--- config.mk ---
export PLATFORM = sky130hd
export DESIGN_NAME = palette_lut
export DESIGN_NICKNAME = d
export VERILOG_FILES = /design/src/rtl/video_pkg.sv /design/src/rtl/palette_lut.sv
export SDC_FILE = /design/constraint.sdc
export NUM_CORES = 1
export LEC_CHECK = 0
export BUFFER_PORTS_ARGS = -buffer_cell sky130_fd_sc_hd__buf_2
export CAP_MARGIN = 15
export CORE_ASPECT_RATIO = 1.5
export CORE_MARGIN = 5
export CORE_UTILIZATION = 50
export CTS_CLUSTER_DIAMETER = 80
export DETAILED_ROUTE_END_ITERATION = 7
export GPL_TIMING_DRIVEN = 0
export PLACE_DENSITY = 0.65
export SYNTH_ARGS = -nofsm -noshare
export SYNTH_HDL_FRONTEND = slang
export SYNTH_SLANG_ARGS = --single-unit
--- constraint.sdc ---
create_clock -name clk_pix -period 2.48 [get_ports clk_pix]
set_input_delay 0.62 -clock clk_pix [delete_from_list [all_inputs] [get_ports clk_pix]]
set_output_delay 0.62 -clock clk_pix [all_outputs]
set_load 0.01 [all_outputs]
--- src/rtl/video_pkg.sv ---
package video_pkg;

    // 640x480 at 60 Hz, 25.2 MHz pixel clock
    localparam int H_ACTIVE = 640;  // visible pixels per line
    localparam int H_FRONT  = 16;   // front porch
    localparam int H_SYNC   = 96;   // sync pulse width
    localparam int H_BACK   = 48;   // back porch
    localparam int H_TOTAL  = H_ACTIVE + H_FRONT + H_SYNC + H_BACK;

    localparam int V_ACTIVE = 480;  // visible lines
    localparam int V_FRONT  = 10;
    localparam int V_SYNC   = 2;
    localparam int V_BACK   = 33;
    localparam int V_TOTAL  = V_ACTIVE + V_FRONT + V_SYNC + V_BACK;

    localparam int CORDW = 10;  // unsigned screen coordinate width

    // framebuffer geometry
    localparam int FB_WIDTH  = 160;
    localparam int FB_HEIGHT = 120;
    localparam int FB_PIXELS = FB_WIDTH * FB_HEIGHT;
    localparam int FB_ADDRW  = $clog2(FB_PIXELS);  // 15 bits
    localparam int FB_DATAW  = 4;  // palette index bits per pixel

    // colour
    localparam int CHANW = 4;          // bits per channel
    localparam int COLRW = 3 * CHANW;  // packed r,g,b
    localparam int PAL_SIZE = 2 ** FB_DATAW;

    localparam logic [COLRW-1:0] BG_COLR = 12'h137;  // outside framebuffer

    // addr reg + fb read + palette read + output reg
    localparam int SCAN_LATENCY = 4;

endpackage
--- src/rtl/palette_lut.sv ---
`timescale 1ns/1ps

module palette_lut (
    input  wire logic                           clk_pix,
    input  wire logic                           pal_we,
    input  wire logic [video_pkg::FB_DATAW-1:0] pal_index,
    input  wire logic [video_pkg::COLRW-1:0]    pal_colr,
    input  wire logic [video_pkg::FB_DATAW-1:0] index,
    output      logic [video_pkg::COLRW-1:0]    colr
);

    logic [video_pkg::COLRW-1:0] table_mem [video_pkg::PAL_SIZE];  // 12-bit rgb entries

    always_ff @(posedge clk_pix) begin
        if (pal_we) begin
            table_mem[pal_index] <= pal_colr;
        end
    end

    // registered lookup of the streamed index
    always_ff @(posedge clk_pix) begin
        colr <= table_mem[index];
    end

endmodule

==> impl_metrics.csv <==
group,metric,value,unit
global_route,gr-total-overflow,0,
placed_design,io_buffer_count,31,
synthesis,synth_area_leader_cell,"sky130_fd_sc_hd__edfxtp_1",
synthesis,synth_nets,351,
power_and_ir_drop,static-leakage-power,2.885,nW
finish,syn_to_final_growth,14.90,%
drt,total_wirelength_of_the_detailed_routed_design,15470,µm
clocking,cts-buffers-inserted,19,
finish,most-common-layout-cells,"192 x sky130_fd_sc_hd__edfxtp_1, 36 x sky130_fd_sc_hd__buf_2, 33 x sky130_fd_sc_hd__mux4_2, 24 x sky130_fd_sc_hd__a22oi_1, 19 x sky130_fd_sc_hd__clkbuf_16",
drt,avgRoutedWirePerCell,25.44,µm
synthesis,post_synthesis_cell_type_count,18,
synthesis,yosysTopAreaCellShare,75.86,%
floorplan,die_h,161.0,µm
sta,hold-worst-slack,0.5388,ns
synthesis,synth_top_cells_by_area,"sky130_fd_sc_hd__edfxtp_1 76%, sky130_fd_sc_hd__mux4_2 9.8%, sky130_fd_sc_hd__mux4_1 5.2%, sky130_fd_sc_hd__dfxtp_1 3.2%, sky130_fd_sc_hd__a22oi_1 2.4%",
placed_design,hpwl,10270,µm
critical_path,critical_path.reg2reg.startpoint,"table_mem[1][3]",
global_route,pin_count_of_the_biggest_net_entering_global_routing,17,
sta,relSlewSlack,44.27,%
finish,count_of_fill_cells_added_during_filler_insertion,1151,
floorplan,rows,55,
synthesis,synth_area,7600,µm²
sta,finalSetupViolCount,0,
drt,drcViolationCount,0,
finish,final_instance_count_without_filler_cells,608,
critical_path,worst-endpoint-required,2.66,ns
floorplan,core_area,15000,µm²
floorplan,die_width,110.7,µm
sta,maxClockFrequency,586.2,MHz
clocking,root_buffer,"sky130_fd_sc_hd__clkbuf_16",
power_and_ir_drop,max-vdd-ir-drop,0.0005847,V
clocking,clk_pin_slew_worst_paths,0.06,ns
clocking,max-clock-path-buffers,3,
synthesis,yosysSeqAreaShare,79.03,%
sta,grt_setup_unrepaired,"no",
clocking,clock_sinks,204,
critical_path,critical_path.endpoint_type,"register",
drt,first_pass_iteration_count_of_the_detailed_router,5,
clocking,holdBufCountCts,0,
global_route,first_pass_grt_wire_length,23440,µm
global_route,via_count_of_the_first_global_routing_pass,3744,
synthesis,syn_area_per_cell,23.10,µm²
sta,final_clock_period_utilization_by_the_worst_path,68.79,%
global_route,track_usage,17.68,%
placed_design,gp_congestion,0.7431,
min_path,timing.hold.worst.start,"pal_colr[9]",
placed_design,cells_after_dpl,575,
sta,tightest_slew,0.8360,ns
drt,drt-initial-drc-count,270,
drt,antenna_violation_net_count_after_detailed_routing,0,
clocking,cts.htree.levels,1,
clocking,tritoncts,"done",
clocking,worst_skew_pair.late_latency,0.47,ns
finish,layout_commonest_cell,"sky130_fd_sc_hd__edfxtp_1",
global_route,grt_antenna_before_repair,0,
floorplan,floorplan.initialDensity,50.66,%
power_and_ir_drop,pwr_density_cell,784.1,nW/µm²
sta,report.final.hold_viol_count,0,
clocking,cts_repair_resize_count,0,
drt,avgViaCountPerCell,5.808,
finish,total_area_of_multi_input_combinational_cells,1515,µm²
min_path,min-delay-path-class,"input pin to register",
floorplan,boundaryPins,34,
synthesis,synthesis.yosys.warnings,0,
run,timing.max_cap.violations,0,
critical_path,setup.worst_path.class,"input pin to register",
finish,drive_above_1_share,28.12,%
critical_path,arrival,1.89,ns
critical_path,start_kind,"input pin",
sta,maxSlewViolCount,0,
floorplan,die_area,17820,µm²
finish,num_antenna_cells,0,
clocking,postCtsSetupRepairBufs,0,
sta,finalClockSkew,0.004384,ns
synthesis,syn_inst,329,
finish,regArea,6006,µm²
sta,timing.final.crit_period,1.706,ns
finish,nNetsFinal,419,
synthesis,ys_ff_latch,204,
critical_path,timing.critical_path.from,"pal_index[2]",
run_status,status,"completed",
critical_path,worst-path-max-fanout,8,
drt,route.vias.total,3531,
==> worst paths after layout <==
| path | end | slack (ns) | cells past startpoint |
|---|---|---|---|
| setup / recovery | table_mem[1][8] | 0.77 | 4 |
| hold / removal | table_mem[8][9] | 0.54 | 1 |
| setup reg to reg | colr[3] | 1.04 | 3 |
| hold reg to reg | colr[2] | 0.66 | 3 |
==> critical path, stage by stage <==
cell and delay [ns]:
sky130_fd_sc_hd__buf_2 0.12, sky130_fd_sc_hd__or3b_1 0.45, sky130_fd_sc_hd__nor2_1 0.46, sky130_fd_sc_hd__buf_6 0.23
==> cell families (layout without fill, tap and decap cells) <==
group                  after synthesis  count (layout)  share of synthesized area, %
DFF                                204             204                         79.03
and+or+nand+nor                     39              39                         2.338
AOI/OAI and AO/OA                   24              24                         2.371
buffers and inverters               14              94                         1.301
muxes                               48              48                         14.97
==> power by group <==
| group | internal (mW) | switching [mW] | total (mW) |
|---|---|---|---|
| Combinational | 0.151 | 0.214 | 0.364 |
| Sequential | 3.85 | 0.0185 | 3.87 |
| Clock | 1.48 | 1.13 | 2.61 |
==> routing by layer <==
layer / vias to the layer above / share of wire [%] / global-route usage [%] / wire length [µm]
li1: 1540 / - / - / -
met1: 1846 / 38 / 21.41 / 5815
met2: 113 / 55 / 32.90 / 8506
met3: 32 / 5.3 / 2.624 / 821
met4: 0 / 2.1 / 4.986 / 323
met5: - / 0 / 0 / 0
==> through the flow <==
stage	worst slack (ns)	TNS (ns)	instance area, µm²	util, %	power [mW]
after floorplan	0.1604	0	7600	-	4.143
after global placement	-0.7504	-32.73	8004	53.35	4.291
after detailed placement	0.2603	0	8182	54.54	4.317
after CTS	0.7538	0	8732	58.21	6.917
after global routing	0.6847	0	8732	58.21	7.087
final	0.7741	0	8732	58.21	6.847
==> synthesized netlist by cell type (all sizes together) <==
cell type,n
a22oi,24
and2,1
buf,8
clkbuf,6
dfxtp,12
edfxtp,192
mux4,48
nand2,13
nand2b,2
nand3,1
nand3b,2
nor2,13
nor2b,2
nor3,4
or3b,1
==> layout make-up <==
cell class                 instances  area share, %
sequential                       204          68.78
multi-input combinational        111          17.35
clock buffer                      29          6.104
timing repair buffer              47          3.582
tap                              199          2.851
buffer                            14          1.132
clock inverter                     4         0.2006
==> registers in the layout (all words and copies together) (netlist names) <==
register,cells
table_mem,192
colr,12
(Power assumes the default switching activity.)
