File: src/rtl/video_pkg.sv
package video_pkg;

    // 640x480 at 60 Hz, 25.2 MHz pixel clock
    localparam int H_ACTIVE = 640;  // visible pixels per line
    localparam int H_FRONT  = 16;   // front porch
    localparam int H_SYNC   = 96;   // sync pulse width
    localparam int H_BACK   = 48;   // back porch
    localparam int H_TOTAL  = H_ACTIVE + H_FRONT + H_SYNC + H_BACK;

    localparam int V_ACTIVE = 480;  // visible lines
    localparam int V_FRONT  = 10;
    localparam int V_SYNC   = 2;
    localparam int V_BACK   = 33;
    localparam int V_TOTAL  = V_ACTIVE + V_FRONT + V_SYNC + V_BACK;

    localparam int CORDW = 10;  // unsigned screen coordinate width

    // framebuffer geometry
    localparam int FB_WIDTH  = 160;
    localparam int FB_HEIGHT = 120;
    localparam int FB_PIXELS = FB_WIDTH * FB_HEIGHT;
    localparam int FB_ADDRW  = $clog2(FB_PIXELS);  // 15 bits
    localparam int FB_DATAW  = 4;  // palette index bits per pixel

    // colour
    localparam int CHANW = 4;          // bits per channel
    localparam int COLRW = 3 * CHANW;  // packed r,g,b
    localparam int PAL_SIZE = 2 ** FB_DATAW;

    localparam logic [COLRW-1:0] BG_COLR = 12'h137;  // outside framebuffer

    // addr reg + fb read + palette read + output reg
    localparam int SCAN_LATENCY = 4;

endpackage
File: src/rtl/pixel_scanout.sv
`timescale 1ns/1ps

module pixel_scanout (
    input  wire logic                           clk_pix,
    input  wire logic                           arst_n,
    input  wire logic [video_pkg::CORDW-1:0]    sx,
    input  wire logic [video_pkg::CORDW-1:0]    sy,
    input  wire logic                           hsync,
    input  wire logic                           vsync,
    input  wire logic                           de,
    input  wire logic [video_pkg::COLRW-1:0]    colr,
    output      logic [video_pkg::FB_ADDRW-1:0] rd_addr,
    output      logic                           vga_hsync,
    output      logic                           vga_vsync,
    output      logic [video_pkg::CHANW-1:0]    vga_r,
    output      logic [video_pkg::CHANW-1:0]    vga_g,
    output      logic [video_pkg::CHANW-1:0]    vga_b
);

    logic                           in_area;   // coordinate inside framebuffer
    logic [video_pkg::FB_ADDRW-1:0] row_base;  // sy * 160
    logic [video_pkg::FB_ADDRW-1:0] lin_addr;

    // delay lines, index 2 lines up with colr
    logic [2:0] hs_dly;
    logic [2:0] vs_dly;
    logic [2:0] de_dly;
    logic [2:0] area_dly;

    logic [video_pkg::COLRW-1:0] disp_colr;

    always_comb begin
        in_area  = (sx < video_pkg::CORDW'(video_pkg::FB_WIDTH)) &&
                   (sy < video_pkg::CORDW'(video_pkg::FB_HEIGHT));
        row_base = (video_pkg::FB_ADDRW'(sy) << 7) + (video_pkg::FB_ADDRW'(sy) << 5);  // 128 + 32
        lin_addr = row_base + video_pkg::FB_ADDRW'(sx);
    end

    always_ff @(posedge clk_pix or negedge arst_n) begin
        if (!arst_n) begin
            rd_addr <= '0;
        end else if (in_area) begin  // hold last address outside the area
            rd_addr <= lin_addr;
        end
    end

    always_ff @(posedge clk_pix or negedge arst_n) begin
        if (!arst_n) begin
            hs_dly   <= '1;  // syncs idle high
            vs_dly   <= '1;
            de_dly   <= '0;
            area_dly <= '0;
        end else begin
            hs_dly   <= {hs_dly[1:0], hsync};
            vs_dly   <= {vs_dly[1:0], vsync};
            de_dly   <= {de_dly[1:0], de};
            area_dly <= {area_dly[1:0], in_area};
        end
    end

    // palette colour in area, background elsewhere, black in blanking
    always_comb begin
        if (!de_dly[2]) begin
            disp_colr = '0;
        end else if (area_dly[2]) begin
            disp_colr = colr;
        end else begin
            disp_colr = video_pkg::BG_COLR;
        end
    end

    always_ff @(posedge clk_pix or negedge arst_n) begin
        if (!arst_n) begin
            vga_hsync <= 1'b1;
            vga_vsync <= 1'b1;
            {vga_r, vga_g, vga_b} <= '0;
        end else begin
            vga_hsync <= hs_dly[2];
            vga_vsync <= vs_dly[2];
            {vga_r, vga_g, vga_b} <= disp_colr;
        end
    end

endmodule

File: config.mk
export PLATFORM = sky130hd
export DESIGN_NAME = pixel_scanout
export DESIGN_NICKNAME = d
export VERILOG_FILES = /design/src/rtl/video_pkg.sv /design/src/rtl/pixel_scanout.sv
export SDC_FILE = /design/constraint.sdc
export NUM_CORES = 1
export LEC_CHECK = 0
export BUFFER_PORTS_ARGS = -buffer_cell sky130_fd_sc_hd__buf_2
export CAP_MARGIN = 30
export CELL_PAD_IN_SITES_DETAIL_PLACEMENT = 1
export CELL_PAD_IN_SITES_GLOBAL_PLACEMENT = 2
export CORE_AREA = 5 5 82 84
export DETAILED_ROUTE_END_ITERATION = 8
export DIE_AREA = 0 0 87 89
export PLACE_DENSITY_LB_ADDON = 0.1
export SLEW_MARGIN = 20
export SYNTH_ARGS = -nofsm -noshare
export SYNTH_HDL_FRONTEND = slang
export SYNTH_SLANG_ARGS = --single-unit
File: constraint.sdc
create_clock -name clk_pix -period 2.26 [get_ports clk_pix]
set_input_delay 0.452 -clock clk_pix [delete_from_list [all_inputs] [get_ports clk_pix]]
set_output_delay 0.452 -clock clk_pix [all_outputs]
set_load 0.02 [all_outputs]
==> results.md, run 1 <==
- Status: finished clean
- Syn Nets: 214
- CP required: 2.43 ns
- CP startpoint: sx[7]
- Initial core utilization: 31.1%
- Worst-path fanout max: 2
- Period minus WS final: 2.14 ns
- Drt wl/cell: 12.6 um
- RSZ-0062 raised after global routing: no
- Hold WC Path Type: in2async
- Total track usage: 11.2%
- CTS Buf Count: 5
- Setup Fix Bufs, Post-CTS: 0
- CP Capture Type: flip-flop
- DRT Pass-1 Iters: 2
- Antenna Cells: 0
- Arrival @ worst endpoint: 2.31 ns
- Routability congestion estimate: 0.783
- Reg2Reg Setup Slack: 1.46 ns
- FILL cells: 686
- Pwr dens: 806 mW/mm2
- Area of the multi-input gates: 729 um2
- Grt ovf: 0
- Synth Warn #: 0
- Async SR Flop Fraction: 100%
- Post-route insts no fill: 318
- Die Span Y: 89 um
- DRT Wirelength: 3.99 mm
- Routed Antenna Nets: 0
- H-tree depth: 2
- DRC Markers: 0
- Final Cycle Share: 94.8%
- Largest net degree at the start of global routing: 42
- Mapped Area: 0.00182 mm2
- FF+latch area: 0.00104 mm2
- DP Area: 0.00234 mm2
- Hold Vio Cnt, Final: 0
- Final instance area: 0.00247 mm2
- F_max: 467 MHz
- Post-synthesis sequential area ratio: 56.9%
- Clock Tree Root: clkbuf_8
- Vias: 1394
- Cell variety after synth: 25
- Initial antenna violation count: 0
- Core area: 0.00585 mm2
- LEAKAGE: 0.00138 uW
- Worst-margin pin slew: 0.290 ns
- Worst slew margin: 80.5%
- FP Rows: 28
- EDFF count, synth: 0
- Mean area per synthesized cell: 11.5 um2
- Final setup fails: 0
- First-pass GRT wire length: 6.80 mm
- Clk pin slew, worst setup/hold paths: 0.07 ns
- Tot Pwr: 1990 uW
- Max-Cap Viols: 0
- Clock sink count: 41
- Synthesized flop and latch total: 41
- Initial DRC Count: 18
- Vias in the first global route: 1506
- Post-CTS sizing: 0
- CTS Buffer Depth: 2
- Worst skew pair latency: 0.28 ns
- CTS tree: yes
- CP Class: in2reg
- # nets final: 297
- Detailed placer's ending HPWL: 3.30 mm
- Hold-fix buffers, CTS: 0
- Synth Flop Type: dfrtp_1
- Drt via density: 4.38
- Slew Viols, Final: 0
- Reg2reg start: de_dly[2]
- Port bufs: 65
- VDD IR max: 0.000303 V
- Die W: 87 um
- Layout cells sized above 1: 40.7%
- Clock skew: 0.00307 ns
- Commonest non-fill, non-tap cell in the layout: buf_2
- Inst Count DP: 309
- Boundary pin count: 66
- Startpoint Class: input port
- Die area: 0.00774 mm2
- Synthesized instance count: 159
- Area Overhead vs Synth: 35.9%
- Util after Layout: 42.3%
- Most frequent cells in the layout: buf_2, dfrtp_1, nand2_1
-- logic make-up after synthesis --
family | share of synthesized area, %
buf+inv | 3.50
xor+xnor | 4.33
compound gates | 10.4
fa+ha+maj | 14.0
flops | 56.9
simple gates | 10.9
-- layout make-up --
| cell class | instances | area share (%) |
|---|---|---|
| repair buffers | 80 | 18.2 |
| well taps | 75 | 3.79 |
| inverters | 13 | 1.97 |
| clock buffers | 7 | 3.49 |
| clock inverters | 1 | 1.21 |
| flip-flops and latches | 41 | 41.9 |
| multi-input cells | 101 | 29.5 |
-- sequential cells by signal (all words and copies together), names as in the netlist --
register and count:
hs_dly 3, vga_vsync 1, vga_b 4, area_dly 3
vga_r 4, vs_dly 3, de_dly 3, vga_g 4
vga_hsync 1, rd_addr 15
-- worst paths after layout --
path / to / depth (start not counted)
max in group asynchronous: hs_dly[2] / 2
worst min register to register: de_dly[1] / 0
worst max register to register: vga_b[3] / 1
worst min-delay path: rd_addr[12] / 1
min in group clk_pix: vs_dly[0] / 1
worst max-delay path: rd_addr[13] / 10
-- per-layer routing --
layer  part of all wire [%]  routed length (um)  up-vias  track usage (%)
met2                     46                1860       50             19.2
met1                     43                1710      652             13.1
met5                      0                   0        -                0
met3                    8.6                 345        6             3.13
met4                    2.0                  79        0             4.67
li1                       -                   -      686                -
-- worst max-delay path, stage by stage --
cell	delay, ns
buf_2	0.08
inv_1	0.05
fa_1	0.52
inv_1	0.07
ha_1	0.33
a211oi_2	0.23
nor3_1	0.09
a211oi_1	0.26
xnor2_1	0.15
o21ai_1	0.07
-- synthesized netlist by cell type (3+ instances only) --
cell type / count / share of area (%)
fa_1: 4 / 4.4
a21boi_0: 6 / 2.5
xor2_1: 4 / 1.9
xnor2_1: 5 / 2.4
dfstp_2: 8 / 12
ha_1: 14 / 9.6
inv_1: 12 / 2.5
dfrtp_1: 33 / 45
a21oi_1: 3 / 0.82
and3_1: 6 / 2.1
nand2_1: 32 / 6.6
clkbuf_1: 4 / 0.82
a21o_1: 5 / 2.1
o21ai_0: 7 / 1.9
-- where the power goes --
part           leakage [uW]  internal (uW)  switching (uW)
clock             0.0000585            360             224
combinational      0.000812            228             313
sequential         0.000508            830            40.5
total               0.00138           1420             577
-- per-stage QoR --
| stage | hold slack [ns] | setup slack [ns] | setup TNS [ns] |
|---|---|---|---|
| floorplan | 0.156 | 0.0140 | 0 |
| global placement | 0.334 | -0.166 | -0.508 |
| detailed placement | 0.336 | -0.194 | -0.642 |
| CTS | 0.252 | 0.101 | 0 |
| global route | 0.0510 | 0.00183 | 0 |
| finish | 0.0446 | 0.117 | 0 |
Power figures use the tool's default switching activity.
==> run 2: changes to the inputs <==
==> constraint.sdc (replaced) <==
create_clock -name clk_pix -period 2.26 [get_ports clk_pix]
set_input_delay 0.226 -clock clk_pix [delete_from_list [all_inputs] [get_ports clk_pix]]
set_output_delay 0.226 -clock clk_pix [all_outputs]
set_load 0.02 [all_outputs]
==> results.md, run 2 (synthesis results as in run 1) <==
- Port bufs: 65
- Post-route insts no fill: 309
- Startpoint Class: input port
- Antenna Cells: 0
- Clk pin slew, worst setup/hold paths: 0.08 ns
- GR peak layer: met2
- Slowest cell delay on critical path: 0.52 ns
- Area Overhead vs Synth: 31.4%
- Hold Vio Cnt, Final: 0
- First-pass GRT wire length: 6.64 mm
- Largest register FFs: 15
- Worst-margin pin slew: 0.462 ns
- Core area: 0.00585 mm2
- Max-Cap Viols: 0
- Hold WC Path Type: in2reg
- DRC Markers: 0
- Die Span Y: 89 um
- Inst Count DP: 299
- CP max stage cell: fa_1
- Pwr dens: 810 mW/mm2
- DRT Pass-1 Iters: 3
- FF+latch area: 0.00104 mm2
- Worst-path fanout max: 2
- Largest net degree at the start of global routing: 42
- GR Layer Usage met2: 18.6%
- Area of the multi-input gates: 722 um2
- Drt wl/cell: 12.9 um
- Arrival @ worst endpoint: 2.21 ns
- FP Rows: 28
- Most frequent cells in the layout: buf_2, dfrtp_1, nand2_1
- CP Class: in2reg
- Routability congestion estimate: 0.779
- VDD IR max: 0.000346 V
- Layout cells sized above 1: 37.2%
- LEAKAGE: 0.00133 uW
- Routed Antenna Nets: 0
- Grt ovf: 0
- Drt via density: 4.40
- Slew Viols, Final: 0
- CTS tree: yes
- Die W: 87 um
- CTS Buf Count: 5
- CP Capture Type: flip-flop
- # nets final: 288
- CP required: 2.41 ns
- Commonest non-fill, non-tap cell in the layout: buf_2
- Worst skew pair latency: 0.28 ns
- Detailed placer's ending HPWL: 3.31 mm
- Clock sink count: 41
- Initial antenna violation count: 0
- F_max: 486 MHz
- Worst slew margin: 69.1%
- CTS Buffer Depth: 2
- Vias in the first global route: 1437
- H-tree depth: 2
- Setup Fix Bufs, Post-CTS: 0
- Period minus WS final: 2.06 ns
- Clock Tree Root: clkbuf_8
- Initial DRC Count: 31
- Vias: 1360
- Final Cycle Share: 91.1%
- Largest Register: rd_addr
- Clock skew: 0.00634 ns
- DRT Wirelength: 3.99 mm
- Die area: 0.00774 mm2
- M1 GR Usage: 13.4%
- Status: finished clean
- Util after Layout: 40.9%
- Met3 GRT Util: 2.95%
- Total track usage: 11.0%
- Boundary pin count: 66
- FILL cells: 680
- RSZ-0062 raised after global routing: no
- Cell breakdown of the critical path: buf_2, inv_1, fa_1, inv_1, ha_1, a211oi_1, nor3_1, a211oi_1, xnor2_1, o21ai_1
- Initial core utilization: 31.1%
- Final setup fails: 0
-- run 2: cell types whose count changed in the layout (fill, tap and decap cells not counted) --
| cell | change |
|---|---|
| clkbuf_8 | -1 |
| dlygate4sd3_1 | +1 |
| fa_2 | -1 |
| a211oi_1 | +1 |
| buf_4 | -10 |
| a211oi_2 | -1 |
| clkinv_2 | +1 |
| fa_1 | +1 |
-- run 2: area by class of cell --
cell class / count / area share [%]
Timing Repair Buffer: 71 / 16.1
Clock inverter: 2 / 1.46
Sequential cell: 41 / 43.3
Multi-Input combinational cell: 101 / 30.2
Inverter: 13 / 2.04
Clock buffer: 6 / 3.03
Tap cell: 75 / 3.92
-- run 2: per-stage QoR --
step	power (uW)	hold slack (ns)	setup WS, ns	setup TNS (ns)	cell area (um2)
5_1_grt	2060	0.0244	0.0796	0	2390
4_1_cts	1980	0.0284	0.176	0	2360
3_3_place_gp	1390	0.334	-0.00564	-0.00564	2260
6_report	1940	0.0425	0.202	0	2390
2_1_floorplan	1200	-0.0696	0.193	0	1820
3_5_place_dp	1400	0.336	-0.130	-0.172	2260
-- run 2: power by group --
group	total, uW	internal, uW	switching [uW]
Combinational	509	202	308
Sequential	870	829	40.7
Clock	559	328	232
-- run 2: worst paths after layout --
check	cells after the start	end	slack [ns]	startpoint
max reg2reg	1	vga_b[1]	1.42	de_dly[2]
min in group asynchronous	2	rd_addr[10]	0.32	arst_n
max	10	rd_addr[13]	0.20	sx[7]
max in group asynchronous	3	vs_dly[0]	1.46	arst_n
min	1	de_dly[0]	0.04	de
min reg2reg	0	de_dly[1]	0.35	de_dly[0]
-- run 2: worst max-delay path, delay by kind of cell --
| kind | cells | cell delay, ns |
|---|---|---|
| XOR/XNOR | 1 | 0.16 |
| buffers and inverters | 3 | 0.21 |
| AO/OA/AOI/OAI | 3 | 0.68 |
| adder cells (fa/ha/maj) | 2 | 0.84 |
| AND/OR/NAND/NOR | 1 | 0.11 |
-- run 2: what timing repair did --
| item | CTS | global route |
|---|---|---|
| hold endpoints to repair | 0 | 2 |
| gates resized for setup | 0 | 0 |
| hold buffers | 0 | 1 |
-- run 2: per-layer routing --
metal  vias up  part of all wire, %
met5         -                    0
met4         0                  1.5
met3         9                  7.3
met2        50                   47
met1       628                   44
li1        673                    -
==> run 3: changes to the inputs <==
==> constraint.sdc (replaced) <==
create_clock -name clk_pix -period 2.5 [get_ports clk_pix]
set_input_delay 0.25 -clock clk_pix [delete_from_list [all_inputs] [get_ports clk_pix]]
set_output_delay 0.25 -clock clk_pix [all_outputs]
set_load 0.02 [all_outputs]
==> results.md, run 3 (synthesis results as in run 1) <==
- CP required: 2.67 ns
- Final Cycle Share: 82.9%
- Die W: 87 um
- Vias in the first global route: 1543
- Port bufs: 65
- Setup_tns: 0 ns
- VDD IR max: 0.000255 V
- DRT Pass-1 Iters: 4
- Psw: 520 uW
- Clock Tree Root: clkbuf_8
- Initial DRC Count: 24
- Largest net degree at the start of global routing: 42
- Largest Register: rd_addr
- Max-Cap Viols: 0
- Core area: 0.00585 mm2
- Grt ovf: 0
- Area Overhead vs Synth: 30.6%
- Worst skew pair latency: 0.28 ns
- Antenna Cells: 0
- Pre-CTS setup slack: 0.111 ns
- Routability congestion estimate: 0.756
- Logic pwr share: 26.3%
- Slew Viols, Final: 0
- CTS Buffer Depth: 2
- Area of the multi-input gates: 722 um2
- FILL cells: 687
- Boundary pin count: 66
- Drt via density: 4.44
- Die area: 0.00774 mm2
- Reg2Reg Setup Slack: 1.68 ns
- Worst-path fanout max: 2
- Sw Ratio: 29.8%
- Worst Setup EP: rd_addr[13]
- Drt wl/cell: 13.1 um
- Reg2Reg Depth: 1
- F_max: 482 MHz
- Hold WC Path Type: in2reg
- Clk pin slew, worst setup/hold paths: 0.07 ns
- CP Capture Type: flip-flop
- Status: finished clean
- Initial core utilization: 31.1%
- Post-CTS sizing: 0
- Reg2reg start: de_dly[2]
- Initial antenna violation count: 0
- Internal Power: 1220 uW
- Hold Vio Cnt, Final: 0
- FP Rows: 28
- FF+latch area: 0.00104 mm2
- Detailed placer's ending HPWL: 3.34 mm
- DRT Wirelength: 4.03 mm
- Startpoint Class: input port
- Clock power frac: 28.4%
- Die Span Y: 89 um
- Vias: 1363
- CTS Buf Count: 5
- Period minus WS final: 2.07 ns
- Pwr dens: 733 mW/mm2
- Routed Antenna Nets: 0
- CP startpoint: sx[7]
- LEAKAGE: 0.00132 uW
- Layout cells sized above 1: 36.6%
- Reg-to-reg endpoint: vga_r[0]
- Worst slew margin: 73.5%
- CTS tree: yes
- # nets final: 286
- First-pass GRT wire length: 6.93 mm
- Register share of total power: 45.2%
- Commonest non-fill, non-tap cell in the layout: buf_2
- RSZ-0062 raised after global routing: no
- Total track usage: 11.4%
- DRC Markers: 0
- H-tree depth: 2
- Largest register FFs: 15
- Worst-margin pin slew: 0.397 ns
- Final setup fails: 0
- Most frequent cells in the layout: buf_2, dfrtp_1, nand2_1
- CP Class: in2reg
- Clock skew: 0.00547 ns
- Final worst slack: 0.427 ns
- Arrival @ worst endpoint: 2.24 ns
- Clock sink count: 41
-- run 3: cell types whose count changed in the layout (fill, tap and decap cells not counted) --
| cell | previous run | this run |
|---|---|---|
| buf_4 | 4 | 2 |
-- run 3: power groups by stage --
| stage | logic (uW) | registers (uW) | clock network [uW] |
|---|---|---|---|
| after floorplan | 187 | 894 | 0 |
| after global placement | 451 | 799 | 0 |
| after detailed placement | 463 | 805 | 0 |
| after CTS | 467 | 792 | 520 |
| after global routing | 515 | 800 | 555 |
| final | 459 | 789 | 496 |
-- run 3: final cells by class --
| class | count | share of cell area (%) |
|---|---|---|
| sequential | 41 | 43.6 |
| inverter | 13 | 2.05 |
| multi-input combinational | 101 | 30.4 |
| tap | 75 | 3.95 |
| clock buffer | 6 | 3.05 |
| timing repair buffer | 69 | 15.6 |
| clock inverter | 2 | 1.47 |
-- run 3: through the flow --
stage / instances / hold WS, ns / cell area [um2] / power, uW / util, %
2_1_floorplan: 159 / -0.0456 / 1820 / 1080 / -
3_3_place_gp: 297 / 0.334 / 2240 / 1250 / 38.3
3_5_place_dp: 297 / 0.336 / 2240 / 1270 / 38.3
4_1_cts: 305 / 0.0584 / 2350 / 1780 / 40.1
5_1_grt: 307 / 0.0487 / 2380 / 1870 / 40.7
6_report: 307 / 0.0687 / 2380 / 1740 / 40.7
-- run 3: per-layer routing --
metal  GRT usage (%)  routed length, um  vias up
li1                -                  -      672
met4            4.82                 56        0
met1            13.9               1670      633
met2            19.3               1990       52
met5               0                  0        -
met3            2.58                319        6
-- run 3: worst min-delay path by stage --
| stage | cells past startpoint | slack, ns | to | start |
|---|---|---|---|---|
| after floorplan | 0 | -0.05 | area_dly[0] | arst_n |
| after global placement | 0 | 0.33 | area_dly[2] | area_dly[1] |
| after detailed placement | 0 | 0.34 | area_dly[2] | area_dly[1] |
| after CTS | 1 | 0.06 | hs_dly[0] | hsync |
| after global routing | 1 | 0.05 | vs_dly[0] | vsync |
| final | 1 | 0.07 | hs_dly[0] | hsync |
-- run 3: repair_timing --
item                                    in CTS  in global routing
endpoints found under the hold margin        0                  5
setup buffers                                0                  0
endpoints found under the setup margin       0                  0
hold buffers                                 0                  1
-- run 3: worst max-delay path, stage by stage --
cell      delay (ns)
buf_2           0.08
inv_1           0.05
fa_1            0.53
inv_1           0.07
ha_1            0.32
a211oi_1        0.29
nor3_1          0.11
a211oi_1        0.30
xnor2_1         0.16
o21ai_1         0.07
