===== src/rtl/video_pkg.sv =====
package video_pkg;

    // 640x480 at 60 Hz, 25.2 MHz pixel clock
    localparam int H_ACTIVE = 640;  // visible pixels per line
    localparam int H_FRONT  = 16;   // front porch
    localparam int H_SYNC   = 96;   // sync pulse width
    localparam int H_BACK   = 48;   // back porch
    localparam int H_TOTAL  = H_ACTIVE + H_FRONT + H_SYNC + H_BACK;

    localparam int V_ACTIVE = 480;  // visible lines
    localparam int V_FRONT  = 10;
    localparam int V_SYNC   = 2;
    localparam int V_BACK   = 33;
    localparam int V_TOTAL  = V_ACTIVE + V_FRONT + V_SYNC + V_BACK;

    localparam int CORDW = 10;  // unsigned screen coordinate width

    // framebuffer geometry
    localparam int FB_WIDTH  = 160;
    localparam int FB_HEIGHT = 120;
    localparam int FB_PIXELS = FB_WIDTH * FB_HEIGHT;
    localparam int FB_ADDRW  = $clog2(FB_PIXELS);  // 15 bits
    localparam int FB_DATAW  = 4;  // palette index bits per pixel

    // colour
    localparam int CHANW = 4;          // bits per channel
    localparam int COLRW = 3 * CHANW;  // packed r,g,b
    localparam int PAL_SIZE = 2 ** FB_DATAW;

    localparam logic [COLRW-1:0] BG_COLR = 12'h137;  // outside framebuffer

    // addr reg + fb read + palette read + output reg
    localparam int SCAN_LATENCY = 4;

endpackage

===== src/rtl/display_timing.sv =====
`timescale 1ns/1ps

module display_timing (
    input  wire logic                          clk_pix,
    input  wire logic                          arst_n,
    output      logic [video_pkg::CORDW-1:0]   sx,
    output      logic [video_pkg::CORDW-1:0]   sy,
    output      logic                          hsync,
    output      logic                          vsync,
    output      logic                          de
);

    logic line_end;   // last pixel of a line
    logic frame_end;  // last line of a frame

    assign line_end  = (sx == video_pkg::CORDW'(video_pkg::H_TOTAL - 1));
    assign frame_end = (sy == video_pkg::CORDW'(video_pkg::V_TOTAL - 1));

    always_ff @(posedge clk_pix or negedge arst_n) begin
        if (!arst_n) begin
            sx <= '0;
            sy <= '0;
        end else begin
            if (line_end) begin
                sx <= '0;
                if (frame_end) begin
                    sy <= '0;
                end else begin
                    sy <= sy + 1'b1;
                end
            end else begin
                sx <= sx + 1'b1;
            end
        end
    end

    // syncs are active low, decoded straight from the counts
    always_comb begin
        hsync = !(sx >= video_pkg::CORDW'(video_pkg::H_ACTIVE + video_pkg::H_FRONT) &&
                  sx <  video_pkg::CORDW'(video_pkg::H_ACTIVE + video_pkg::H_FRONT
                                          + video_pkg::H_SYNC));
        vsync = !(sy >= video_pkg::CORDW'(video_pkg::V_ACTIVE + video_pkg::V_FRONT) &&
                  sy <  video_pkg::CORDW'(video_pkg::V_ACTIVE + video_pkg::V_FRONT
                                          + video_pkg::V_SYNC));
        de    = (sx < video_pkg::CORDW'(video_pkg::H_ACTIVE)) &&
                (sy < video_pkg::CORDW'(video_pkg::V_ACTIVE));  // active picture
    end

endmodule


===== config.mk =====
export PLATFORM = sky130hd
export DESIGN_NAME = display_timing
export DESIGN_NICKNAME = d
export VERILOG_FILES = /design/src/rtl/video_pkg.sv /design/src/rtl/display_timing.sv
export SDC_FILE = /design/constraint.sdc
export NUM_CORES = 1
export LEC_CHECK = 0
export BUFFER_PORTS_ARGS = -buffer_cell sky130_fd_sc_hd__buf_2
export CORE_MARGIN = 10
export CORE_UTILIZATION = 40
export CTS_BUF_LIST = sky130_fd_sc_hd__clkbuf_16
export CTS_CLUSTER_SIZE = 24
export DETAILED_ROUTE_END_ITERATION = 8
export SETUP_SLACK_MARGIN = 0.1
export SYNTH_ARGS = -nofsm -noshare
export SYNTH_HDL_FRONTEND = slang
export SYNTH_SLANG_ARGS = --single-unit

===== constraint.sdc =====
create_clock -name clk_pix -period 2.2 [get_ports clk_pix]
set_clock_uncertainty 0.1 [all_clocks]
set_input_delay 0.22 -clock clk_pix [delete_from_list [all_inputs] [get_ports clk_pix]]
set_output_delay 0.22 -clock clk_pix [all_outputs]
set_load 0.01 [all_outputs]

==> results of run 1 <==
[cell usage after synthesis]
| cell | n | area [sq um] |
|---|---|---|
| sky130_fd_sc_hd__a21oi_1 | 3 | 15.0 |
| sky130_fd_sc_hd__a31oi_1 | 1 | 6.26 |
| sky130_fd_sc_hd__and2_1 | 1 | 6.26 |
| sky130_fd_sc_hd__and2b_1 | 1 | 7.51 |
| sky130_fd_sc_hd__and3_1 | 3 | 18.8 |
| sky130_fd_sc_hd__and4_1 | 2 | 17.5 |
| sky130_fd_sc_hd__and4_2 | 1 | 10.0 |
| sky130_fd_sc_hd__buf_2 | 2 | 10.0 |
| sky130_fd_sc_hd__buf_6 | 2 | 22.5 |
| sky130_fd_sc_hd__dfrtp_1 | 20 | 500 |
| sky130_fd_sc_hd__ha_1 | 5 | 62.6 |
| sky130_fd_sc_hd__inv_1 | 5 | 18.8 |
| sky130_fd_sc_hd__mux2i_1 | 1 | 10.0 |
| sky130_fd_sc_hd__nand2_1 | 10 | 37.5 |
| sky130_fd_sc_hd__nand2b_1 | 1 | 6.26 |
| sky130_fd_sc_hd__nand3_1 | 15 | 75.1 |
| sky130_fd_sc_hd__nand4_1 | 4 | 25.0 |
| sky130_fd_sc_hd__nand4_4 | 1 | 21.3 |
| sky130_fd_sc_hd__nor2_1 | 9 | 33.8 |
| sky130_fd_sc_hd__nor2b_1 | 1 | 6.26 |
| sky130_fd_sc_hd__nor3_1 | 5 | 25.0 |
| sky130_fd_sc_hd__nor3b_1 | 1 | 7.51 |
| sky130_fd_sc_hd__nor4_1 | 1 | 6.26 |
| sky130_fd_sc_hd__nor4bb_1 | 1 | 10.0 |
| sky130_fd_sc_hd__o2111ai_1 | 1 | 8.76 |
| sky130_fd_sc_hd__o21ai_0 | 4 | 20.0 |
| sky130_fd_sc_hd__o21ai_1 | 1 | 5.00 |
| sky130_fd_sc_hd__or3_1 | 1 | 6.26 |
| sky130_fd_sc_hd__or4_1 | 1 | 7.51 |
| sky130_fd_sc_hd__or4b_1 | 1 | 10.0 |
| sky130_fd_sc_hd__xnor2_1 | 4 | 35.0 |
| sky130_fd_sc_hd__xor2_1 | 7 | 61.3 |
[report_power, final]
| group | switching (W) | internal, W |
|---|---|---|
| Combinational | 0.00000707 | 0.00000179 |
| Clock | 0.000131 | 0.000242 |
| Sequential | 0 | 0.000368 |
| Total | 0.000138 | 0.000612 |
[sequential cells by signal (all words and copies together) (netlist names)]
signal / flops
sy: 10
sx: 10
[routing by layer]
| metal | routed length [microns] | vias to the layer above | share of wire, % |
|---|---|---|---|
| met1 | 1110 | 410 | 46 |
| met3 | 130 | 4 | 5.4 |
| met2 | 1120 | 14 | 47 |
| li1 | - | 465 | - |
| met4 | 33 | 0 | 1.4 |
| met5 | 0 | - | 0 |
[kinds of logic after synthesis]
group,Yosys count
DFF,20
xor gates and xnor gates,11
AOI/OAI and AO/OA,10
adders and majority gates,5
buffers and inverters,9
and+or+nand+nor,60
muxes,1
[final cells by class]
| type | count | share of cell area, % |
|---|---|---|
| multi-input combinational | 87 | 42.0 |
| tap | 31 | 2.90 |
| clock buffer | 3 | 5.62 |
| inverter | 5 | 1.40 |
| sequential | 20 | 37.5 |
| clock inverter | 1 | 0.281 |
| timing repair buffer | 26 | 10.3 |
[what timing repair did]
item,CTS,global route
gates resized for setup,0,0
hold buffers,1,0
hold endpoints to repair,20,0
setup buffers,0,0
[worst max-delay path by stage]
| stage | slack (ns) | to | depth (start not counted) | start |
|---|---|---|---|---|
| final | 0.28 | sy[9] | 5 | sx[0] |
| after global routing | 0.11 | sy[9] | 5 | sx[0] |
| after CTS | 0.27 | sy[9] | 5 | sx[0] |
| after detailed placement | 0.28 | sy[9] | 5 | sx[0] |
| after global placement | 0.34 | sy[9] | 5 | sx[0] |
| after floorplan | 0.37 | sy[9] | 6 | sx[0] |
[stage by stage]
| stage | area [sq um] | setup WS (ns) | std cells | power [W] | util [%] |
|---|---|---|---|---|---|
| final | 1340 | 0.277 | 173 | 0.000750 | 49.3 |
| after global routing | 1340 | 0.112 | 173 | 0.000773 | 49.3 |
| after CTS | 1340 | 0.274 | 173 | 0.000758 | 49.3 |
| after detailed placement | 1250 | 0.285 | 168 | 0.000383 | 46.0 |
| after global placement | 1250 | 0.340 | 168 | 0.000383 | 46.0 |
| after floorplan | 1110 | 0.369 | 116 | 0.000375 | - |
==> flow_metrics.py, run 1 <==
metrics = {
    "outcome": {
        "result_of_the_run": "complete, no violations",
    },
    "global_routing": {
        "grt_pass1_vias": 856,
        "grt_use_met2_pct": 14.7,
        "peak_usage_layer_in_the_global_routing_report": "met2",
        "grt_first_pass_wirelength_mm": 4.22,
        "grt_total_ovfl": 0,
        "grtUsageTotal_pct": 9.68,
        "met1_usage_pct": 12.3,
        "largest_net_degree_at_the_start_of_global_routing": 21,
        "groute.layer.met3.usage_pct": 3.13,
        "grt_antenna_before_repair": 0,
    },
    "drt": {
        "avgViaCountPerCell": 5.16,
        "routedWlPerCell_microns": 13.9,
        "drt_drc_violations_left": 0,
        "final_antenna_net_count": 0,
        "postRouteWirelength_mm": 2.40,
        "via_count": 893,
        "detail_route.iter0.violations": 53,
        "drt_pre_antenna_iters": 4,
    },
    "timing": {
        "timing.fmax_mhz": 520,
        "final-setup-viol-count": 0,
        "tightest_slew_ns": 0.450,
        "timing.final.hold_violations": 0,
        "fin_hold_ws_ns": 0.345,
        "maxSlewViolCount": 0,
        "fin_crit_sh_pct": 87.4,
        "final_period_minus_worst_setup_slack_ns": 1.92,
        "rsz0062_at_grt": "no",
        "timing.slew.headroom_pct": 70.0,
        "finalSetupTns_ns": 0,
    },
    "critical_path": {
        "timing.critical_path.fanout_max": 6,
        "worst-r2r-setup-slack_ns": 0.28,
        "critical_path_required_ns": 2.28,
        "cp_startpoint_kind": "register",
        "worst_setup_path_end_kind": "register",
        "r2r.worst_path.cells": 5,
        "max_stage_delay_ns": 0.52,
        "crit-reg2reg-launch": "sx[0]",
        "path_buf_inv": 0,
        "r2r_end": "sy[9]",
        "critical_path_arrival_ns": 2.00,
        "timing_worst_setup_path_type": "register to register",
        "timing.critical_path.max_delay_family": "simple AND/OR/NAND/NOR gates",
        "critical-path-slowest-cell": "sky130_fd_sc_hd__or4_1",
        "path_cells": "ha_1 -> and4_1 -> nand4_4 -> or4_1 -> o21ai_1",
    },
    "clock_tree": {
        "cts.sinks": 20,
        "cts_buffers": 3,
        "worst_skew_pair.late_latency_ns": 0.25,
        "cts_max_path_buffers": 2,
        "root_buffer": "sky130_fd_sc_hd__clkbuf_16",
        "cts_max_level": 1,
        "cts.reportedPaths.clkPinSlew_ns": 0.06,
        "cts_tree": "done",
    },
    "yosys": {
        "synth_simple_gate_area_share_pct": 30.3,
        "synth_top_family_by_area": "simple AND/OR/NAND/NOR gates",
        "synthCells": 116,
        "synth_area_in_compound_gates_pct": 4.94,
        "synth_fa_ha_area_share_pct": 5.62,
        "synth_xor_xnor_area_share_pct": 8.65,
        "syn-num-nets": 123,
        "synth_mux_area_share_pct": 0.899,
        "synth.yosys.seq_area_share_pct": 44.9,
        "yosysUniqueCellTypes": 32,
        "synth-seq-cells": 20,
        "postSynthAreaPerCell_sq_um": 9.60,
        "synth.yosys.warnings": 0,
        "syn_area_sq_mm": 0.00111,
    },
    "floorplanning": {
        "die-area_sq_mm": 0.00529,
        "die_x_extent_microns": 72.8,
        "core_area_sq_mm": 0.00271,
        "initial_utilization_pct": 41.1,
        "core.rowCount": 19,
        "io-pin-count": 25,
        "die_height_microns": 72.8,
    },
    "power_and_ir_drop": {
        "p_leak_nw": 0.655,
        "peakVddDrop_mv": 0.341,
        "power.density_cell_area_mw_per_mm2": 561,
    },
    "cells_and_area": {
        "final_layout_size_suffix_gt1_share_pct": 21.1,
        "mostFrequentLayoutCell": "sky130_fd_sc_hd__buf_2",
        "diodes": 0,
        "nNetsFinal": 150,
        "area_delta_synth_final_pct": 20.0,
        "final.fill_count": 278,
        "multi_input_comb_area_sq_um": 562,
        "final_cell_mix": "sky130_fd_sc_hd__buf_2, sky130_fd_sc_hd__dfrtp_1, sky130_fd_sc_hd__nand3_1",
        "layout.area.seq_sq_um": 500,
    },
    "placement": {
        "finalWeightedCongestion": 0.807,
        "dp.final_hpwl_mm": 1.84,
        "io_buffer_count": 24,
    },
    "flow_run": {
        "max_cap_viol_count": 0,
    },
    "hold_path": {
        "hp-class": "input port to asynchronous set/reset pin",
    },
}
Note: power is estimated with default switching activity, not from simulation.
==> inputs of run 2 (changes only) <==
--- a/config.mk
+++ b/config.mk
@@ -5,12 +5,13 @@
 export SDC_FILE = /design/constraint.sdc
 export NUM_CORES = 1
 export LEC_CHECK = 0
+export ABC_AREA = 1
 export BUFFER_PORTS_ARGS = -buffer_cell sky130_fd_sc_hd__buf_2
 export CORE_MARGIN = 10
 export CORE_UTILIZATION = 40
-export CTS_BUF_LIST = sky130_fd_sc_hd__clkbuf_16
 export CTS_CLUSTER_SIZE = 24
 export DETAILED_ROUTE_END_ITERATION = 8
+export MAX_ROUTING_LAYER = met4
 export SETUP_SLACK_MARGIN = 0.1
 export SYNTH_ARGS = -nofsm -noshare
 export SYNTH_HDL_FRONTEND = slang
==> run 2 against run 1 <==
Synthesized cell count is 28% higher. Wire length is 9.1% higher. Non-clock buffer count shrank 1. Final cell count is 20% higher. Design area is 2.3% higher. Sequential power hardly changed.
==> flow_metrics.py, run 2 <==
metrics = {
    "floorplanning": {
        "core.rowCount": 19,
        "io-pin-count": 25,
        "die_x_extent_microns": 74.3,
        "die_height_microns": 74.3,
        "core_area_sq_mm": 0.00278,
        "die-area_sq_mm": 0.00552,
        "initial_utilization_pct": 42.4,
    },
    "power_and_ir_drop": {
        "clockPowerShare_pct": 36.5,
        "peakVddDrop_mv": 0.298,
        "p_leak_nw": 0.699,
        "power.share.switching_pct": 20.7,
        "power.density_cell_area_mw_per_mm2": 433,
        "fin_total_pwr_w": 0.000593,
        "power_frac_seq_pct": 62.0,
        "power.combinational.fraction_pct": 1.5,
        "total_switching_power_w": 0.000123,
        "power.internal_w": 0.000470,
    },
    "cells_and_area": {
        "final.fill_count": 276,
        "final_layout_size_suffix_gt1_share_pct": 19.9,
        "nNetsFinal": 184,
        "mostFrequentLayoutCell": "sky130_fd_sc_hd__nand2_1",
        "area_delta_synth_final_pct": 16.0,
        "diodes": 0,
        "final_cell_mix": "sky130_fd_sc_hd__nand2_1, sky130_fd_sc_hd__nor2_1, sky130_fd_sc_hd__buf_2",
        "top_regs": "sx: 10 flops, sy: 10 flops",
    },
    "timing": {
        "timing.final.hold_violations": 0,
        "timing.fmax_mhz": 549,
        "rsz0062_at_grt": "no",
        "final-setup-viol-count": 0,
        "tightest_slew_ns": 0.467,
        "maxSlewViolCount": 0,
        "finalSetupTns_ns": 0,
        "final_period_minus_worst_setup_slack_ns": 1.82,
        "fin_crit_sh_pct": 82.8,
        "timing.slew.headroom_pct": 68.9,
    },
    "yosys": {
        "synth.yosys.seq_area_share_pct": 42.5,
        "synth_common_cells": "sky130_fd_sc_hd__nand2_1, sky130_fd_sc_hd__nor2_1, sky130_fd_sc_hd__dfrtp_1",
        "synth-main-ff-cell": "sky130_fd_sc_hd__dfrtp_1",
        "synthMostInstantiatedCell": "sky130_fd_sc_hd__nand2_1",
        "postSynthAreaPerCell_sq_um": 7.91,
        "synthCells": 149,
        "synth_top_area_share_pct": 42.5,
        "synth-seq-cells": 20,
        "syn_area_sq_mm": 0.00118,
        "async_s_r_ff_share_synth_pct": 100,
        "number_of_synthesized_flops_with_an_enable_pin": 0,
        "syn-num-nets": 156,
        "yosysUniqueCellTypes": 24,
        "synth.yosys.warnings": 0,
        "netlist.top_cell.by_area": "sky130_fd_sc_hd__dfrtp_1",
        "synthTopCellsByArea": "sky130_fd_sc_hd__dfrtp_1, sky130_fd_sc_hd__nand2_1, sky130_fd_sc_hd__nor2_1, sky130_fd_sc_hd__inv_1, sky130_fd_sc_hd__ha_1",
    },
    "flow_run": {
        "max_cap_viol_count": 0,
    },
    "drt": {
        "met1Wirelength_mm": 1.21,
        "drt_drc_violations_left": 0,
        "routedWlPerCell_microns": 12.6,
        "via_count": 1037,
        "final_antenna_net_count": 0,
        "postRouteWirelength_mm": 2.62,
        "drt_pre_antenna_iters": 4,
        "avgViaCountPerCell": 5.01,
        "met3_wirelength_microns": 235,
        "detail_route.iter0.violations": 67,
        "dr_wl_met2_mm": 1.15,
        "highest_layer": "met4",
    },
    "placement": {
        "io_buffer_count": 24,
        "dp.final_hpwl_mm": 2.04,
        "finalWeightedCongestion": 0.816,
    },
    "critical_path": {
        "max_stage_delay_ns": 0.49,
        "cp_startpoint_kind": "register",
        "path_cells": "nand2_1 -> nor3_1 -> o211ai_1 -> buf_2",
        "timing.critical_path.fanout_max": 8,
        "worst_setup_path_end_kind": "output port",
        "critical_path_arrival_ns": 1.50,
        "crit_path_start": "sy[5]",
        "crit-reg2reg-launch": "sx[0]",
        "path_buf_inv": 1,
        "critical-path-slowest-cell": "sky130_fd_sc_hd__dfrtp_1",
        "timing.critical_path.max_delay_family": "flip-flops",
        "timing_worst_setup_path_type": "register to output port",
        "critical_path_required_ns": 1.88,
    },
    "clock_tree": {
        "worst_skew_pair.late_latency_ns": 0.30,
        "cts.sinks": 20,
        "cts_tree": "done",
        "cts.reportedPaths.clkPinSlew_ns": 0.12,
        "cts_max_path_buffers": 2,
        "root_buffer": "sky130_fd_sc_hd__clkbuf_4",
        "postCtsSetupBuffers": 0,
        "cts_max_level": 1,
        "cts_buffers": 3,
    },
    "global_routing": {
        "grtUsageTotal_pct": 10.5,
        "grt_pass1_vias": 946,
        "grt_total_ovfl": 0,
        "grt_first_pass_wirelength_mm": 4.50,
        "grt_antenna_before_repair": 0,
        "largest_net_degree_at_the_start_of_global_routing": 21,
    },
    "outcome": {
        "result_of_the_run": "complete, no violations",
    },
    "hold_path": {
        "hp-class": "input port to asynchronous set/reset pin",
    },
}
run 2: cell count changes in the layout (fill, tap and decap cells not counted), moves of 3 or more:
cell	change
sky130_fd_sc_hd__nor2_1	+16
sky130_fd_sc_hd__inv_1	+14
sky130_fd_sc_hd__nand2_1	+21
sky130_fd_sc_hd__nand3_1	-5
sky130_fd_sc_hd__clkbuf_4	+3
sky130_fd_sc_hd__nor3_1	-4
sky130_fd_sc_hd__o21ai_0	+4
sky130_fd_sc_hd__and3_1	-3
sky130_fd_sc_hd__clkbuf_16	-3
run 2: area by class of cell:
cell class	count	area [sq um]	share of cell area [%]
multi-input combinational	108	591	43.2
inverter	19	71.3	5.22
sequential	20	500	36.6
timing repair buffer	25	130	9.52
clock buffer	4	36.3	2.65
tap	31	38.8	2.84
run 2: repair_timing:
action / CTS / global route
resized for setup: 0 / 0
setup endpoints to repair: 0 / 0
hold buffers: 1 / 0
hold endpoints to repair: 20 / 0
run 2: worst reg2reg max path, delay by kind of cell, from the launching register on:
kind | cells | cell delay [ns]
flip-flops | 1 | 0.44
adder cells (fa/ha/maj) | 1 | 0.22
AND/OR/NAND/NOR | 5 | 0.72
buffers and inverters | 1 | 0.17
AO/OA/AOI/OAI | 1 | 0.06
run 2: cell families after synthesis:
family,synth area share [%]
flops,42.5
fa+ha+maj,5.31
compound gates,5.41
xor+xnor,6.69
simple gates,32.7
buf+inv,7.43
run 2: power by group through the flow:
| stage | clock network (W) | logic (W) | registers (W) |
|---|---|---|---|
| final | 0.000216 | 0.00000916 | 0.000367 |
| after detailed placement | 0 | 0.00000860 | 0.000375 |
| after CTS | 0.000220 | 0.00000985 | 0.000367 |
| after floorplan | 0 | 0.000000000308 | 0.000375 |
| after global placement | 0 | 0.00000842 | 0.000375 |
| after global routing | 0.000238 | 0.0000107 | 0.000368 |
run 2: final timing paths:
check | slack (ns) | cells after the start | to
setup / recovery | 0.38 | 4 | vsync
hold / removal | 0.30 | 2 | sy[5]
setup reg to reg | 0.40 | 8 | sy[5]
hold reg to reg | 0.44 | 1 | sx[0]
max in group asynchronous | 1.39 | 2 | sy[6]
min in group clk_pix | 0.44 | 1 | sx[0]
run 2: routing by layer:
| layer | global-route usage, % | vias to the layer above |
|---|---|---|
| li1 | - | 529 |
| met1 | 14.2 | 465 |
| met2 | 14.8 | 41 |
| met3 | 3.06 | 2 |
| met4 | 3.05 | 0 |
| met5 | - | - |
run 2: per-stage QoR:
| step | instance area [sq um] | util [%] | worst slack, ns | hold slack, ns | std cells |
|---|---|---|---|---|---|
| global route | 1370 | 49.2 | 0.187 | 0.321 | 207 |
| global placement | 1320 | 47.5 | 0.483 | 0.101 | 202 |
| floorplan | 1180 | - | 0.678 | -0.176 | 149 |
| CTS | 1370 | 49.2 | 0.367 | 0.309 | 207 |
| finish | 1370 | 49.2 | 0.378 | 0.295 | 207 |
| detailed placement | 1320 | 47.5 | 0.406 | 0.105 | 202 |
==> inputs of run 3 (changes only) <==
==> constraint.sdc (replaced) <==
create_clock -name clk_pix -period 1.8 [get_ports clk_pix]
set_clock_uncertainty 0.1 [all_clocks]
set_input_delay 0.18 -clock clk_pix [delete_from_list [all_inputs] [get_ports clk_pix]]
set_output_delay 0.18 -clock clk_pix [all_outputs]
set_load 0.01 [all_outputs]
==> run 3 against run 2 <==
Worst hold slack worse by 0.041 ns. Count of clock-buffer cells in the layout down 1. Worst setup slack worse by 0.24 ns. Sequential share of layout area down 2.1 points. First-iteration DRC count rose by 15%. Combinational power increased by 21%. Non-clock buffer count increased by 10. Final cell count is 4.3% higher. Critical path type unchanged. Largest cell class unchanged. Largest power group unchanged. Highest routed layer unchanged.
==> flow_metrics.py, run 3 (synthesis gave the netlist of run 2 again) <==
metrics = {
    "outcome": {
        "result_of_the_run": "complete, no violations",
    },
    "timing": {
        "rsz0062_at_grt": "yes",
        "fin_hold_ws_ns": 0.254,
        "fin_crit_sh_pct": 92.4,
        "timing.fmax_mhz": 601,
        "final_critical_path_setup_slack_ns": 0.136,
        "timing.final.hold_violations": 0,
        "maxSlewViolCount": 0,
        "tightest_slew_ns": 0.465,
        "final_period_minus_worst_setup_slack_ns": 1.66,
        "finalSetupTns_ns": 0,
        "timing.slew.headroom_pct": 69.0,
        "final-setup-viol-count": 0,
    },
    "drt": {
        "avgViaCountPerCell": 5.11,
        "via_count": 1104,
        "routedWlPerCell_microns": 13.3,
        "drt_drc_violations_left": 0,
        "drt_pre_antenna_iters": 4,
        "final_antenna_net_count": 0,
        "detail_route.iter0.violations": 77,
        "postRouteWirelength_mm": 2.87,
    },
    "cells_and_area": {
        "top_regs": "sx: 10 flops, sy: 10 flops",
        "mostFrequentLayoutCell": "sky130_fd_sc_hd__nand2_1",
        "nNetsFinal": 194,
        "final_cell_mix": "sky130_fd_sc_hd__nand2_1, sky130_fd_sc_hd__nor2_1, sky130_fd_sc_hd__buf_2",
        "final.fill_count": 257,
        "diodes": 0,
        "area_delta_synth_final_pct": 25.8,
        "final_layout_size_suffix_gt1_share_pct": 32.4,
        "post_layout_nonfiller_instances": 216,
    },
    "critical_path": {
        "path_buf_inv": 1,
        "timing_worst_setup_path_type": "register to output port",
        "critical_path_required_ns": 1.52,
        "cp_startpoint_kind": "register",
        "worst_setup_path_end_kind": "output port",
        "max_stage_delay_ns": 0.48,
        "timing.critical_path.fanout_max": 7,
        "timing.critical_path.max_delay_family": "flip-flops",
        "critical-path-slowest-cell": "sky130_fd_sc_hd__dfrtp_1",
        "path_cells": "nor4_2 -> o211ai_1 -> buf_2",
        "critical_path_arrival_ns": 1.38,
    },
    "clock_tree": {
        "cts.reportedPaths.clkPinSlew_ns": 0.11,
        "cts_buffers": 3,
        "root_buffer": "sky130_fd_sc_hd__clkbuf_4",
        "cts_max_level": 1,
        "worst_skew_pair.late_latency_ns": 0.30,
        "cts_tree": "done",
        "cts_max_path_buffers": 2,
        "cts.sinks": 20,
    },
    "global_routing": {
        "grt_antenna_before_repair": 0,
        "grt_total_ovfl": 0,
        "largest_net_degree_at_the_start_of_global_routing": 21,
        "grtUsageTotal_pct": 10.8,
        "grt_first_pass_wirelength_mm": 4.69,
        "grt_pass1_vias": 1030,
    },
    "power_and_ir_drop": {
        "p_leak_nw": 0.754,
        "power.density_cell_area_mw_per_mm2": 452,
        "power.share.switching_pct": 21.1,
        "peakVddDrop_mv": 0.635,
        "clockPowerShare_pct": 31.4,
        "power_frac_seq_pct": 66.9,
        "power.internal_w": 0.000529,
        "power.combinational.fraction_pct": 1.7,
        "total_switching_power_w": 0.000141,
    },
    "placement": {
        "io_buffer_count": 24,
        "dp.final_hpwl_mm": 2.08,
        "dp_slack_ns": 0.210,
        "finalWeightedCongestion": 0.839,
        "dp_cells": 204,
    },
    "flow_run": {
        "max_cap_viol_count": 0,
    },
    "floorplanning": {
        "die_height_microns": 74.3,
        "initial_utilization_pct": 42.4,
        "core_area_sq_mm": 0.00278,
        "die-area_sq_mm": 0.00552,
        "core.rowCount": 19,
        "io-pin-count": 25,
        "die_x_extent_microns": 74.3,
    },
    "hold_path": {
        "hp-class": "input port to asynchronous set/reset pin",
    },
}
run 3: repair_timing:
| action | CTS | global route |
|---|---|---|
| setup buffers | 2 | 6 |
| pin swaps | 0 | 1 |
| setup endpoints to repair | 2 | 13 |
| hold buffers | 1 | 0 |
| endpoints found under the hold margin | 20 | 0 |
| resized for setup | 4 | 15 |
run 3: stage by stage:
step | instance area, sq um | total power (W) | utilization [%]
floorplan | 1180 | 0.000458 | -
global placement | 1340 | 0.000468 | 48.0
detailed placement | 1340 | 0.000469 | 48.0
CTS | 1400 | 0.000687 | 50.3
global route | 1480 | 0.000700 | 53.3
finish | 1480 | 0.000671 | 53.3
run 3: path summary, 6_finish.rpt:
path / from / end / slack [ns] / depth (start not counted)
max in group asynchronous: arst_n / sy[5] / 1.00 / 2
min: arst_n / sy[2] / 0.25 / 2
max: sy[2] / vsync / 0.14 / 3
min reg2reg: sx[0] / sx[0] / 0.40 / 1
max reg2reg: sx[0] / sy[9] / 0.24 / 8
min in group clk_pix: sx[0] / sx[0] / 0.40 / 1
run 3: worst register-to-register path: stages (launching register included):
cell and delay (ns):
sky130_fd_sc_hd__dfrtp_2 0.42, sky130_fd_sc_hd__ha_2 0.21, sky130_fd_sc_hd__nand2_2 0.07, sky130_fd_sc_hd__nor2_4 0.13
sky130_fd_sc_hd__nand3_2 0.10, sky130_fd_sc_hd__nor2_4 0.15, sky130_fd_sc_hd__buf_6 0.15, sky130_fd_sc_hd__nand4_1 0.10
sky130_fd_sc_hd__nand2_1 0.06
run 3: routing by layer:
metal / track usage [%] / wire length [microns] / up-vias
met5: - / 0 / -
met4: 2.24 / 12 / 0
met3: 3.46 / 207 / 2
met2: 15.7 / 1330 / 36
met1: 14.3 / 1330 / 515
li1: - / - / 551
run 3: area by class of cell:
class,count,area (sq um),area share (%)
Multi-Input combinational cell,108,629,42.4
Sequential cell,20,512,34.5
Timing Repair Buffer,35,209,14.1
Inverter,19,71.3,4.81
Tap cell,31,38.8,2.62
Clock buffer,3,22.5,1.52
run 3: power groups by stage:
stage,sequential [W],combinational (W),clock (W)
detailed placement,0.000458,0.0000108,0
CTS,0.000449,0.0000124,0.000225
global route,0.000449,0.0000133,0.000238
global placement,0.000458,0.0000104,0
finish,0.000449,0.0000111,0.000211
floorplan,0.000458,0.000000000308,0
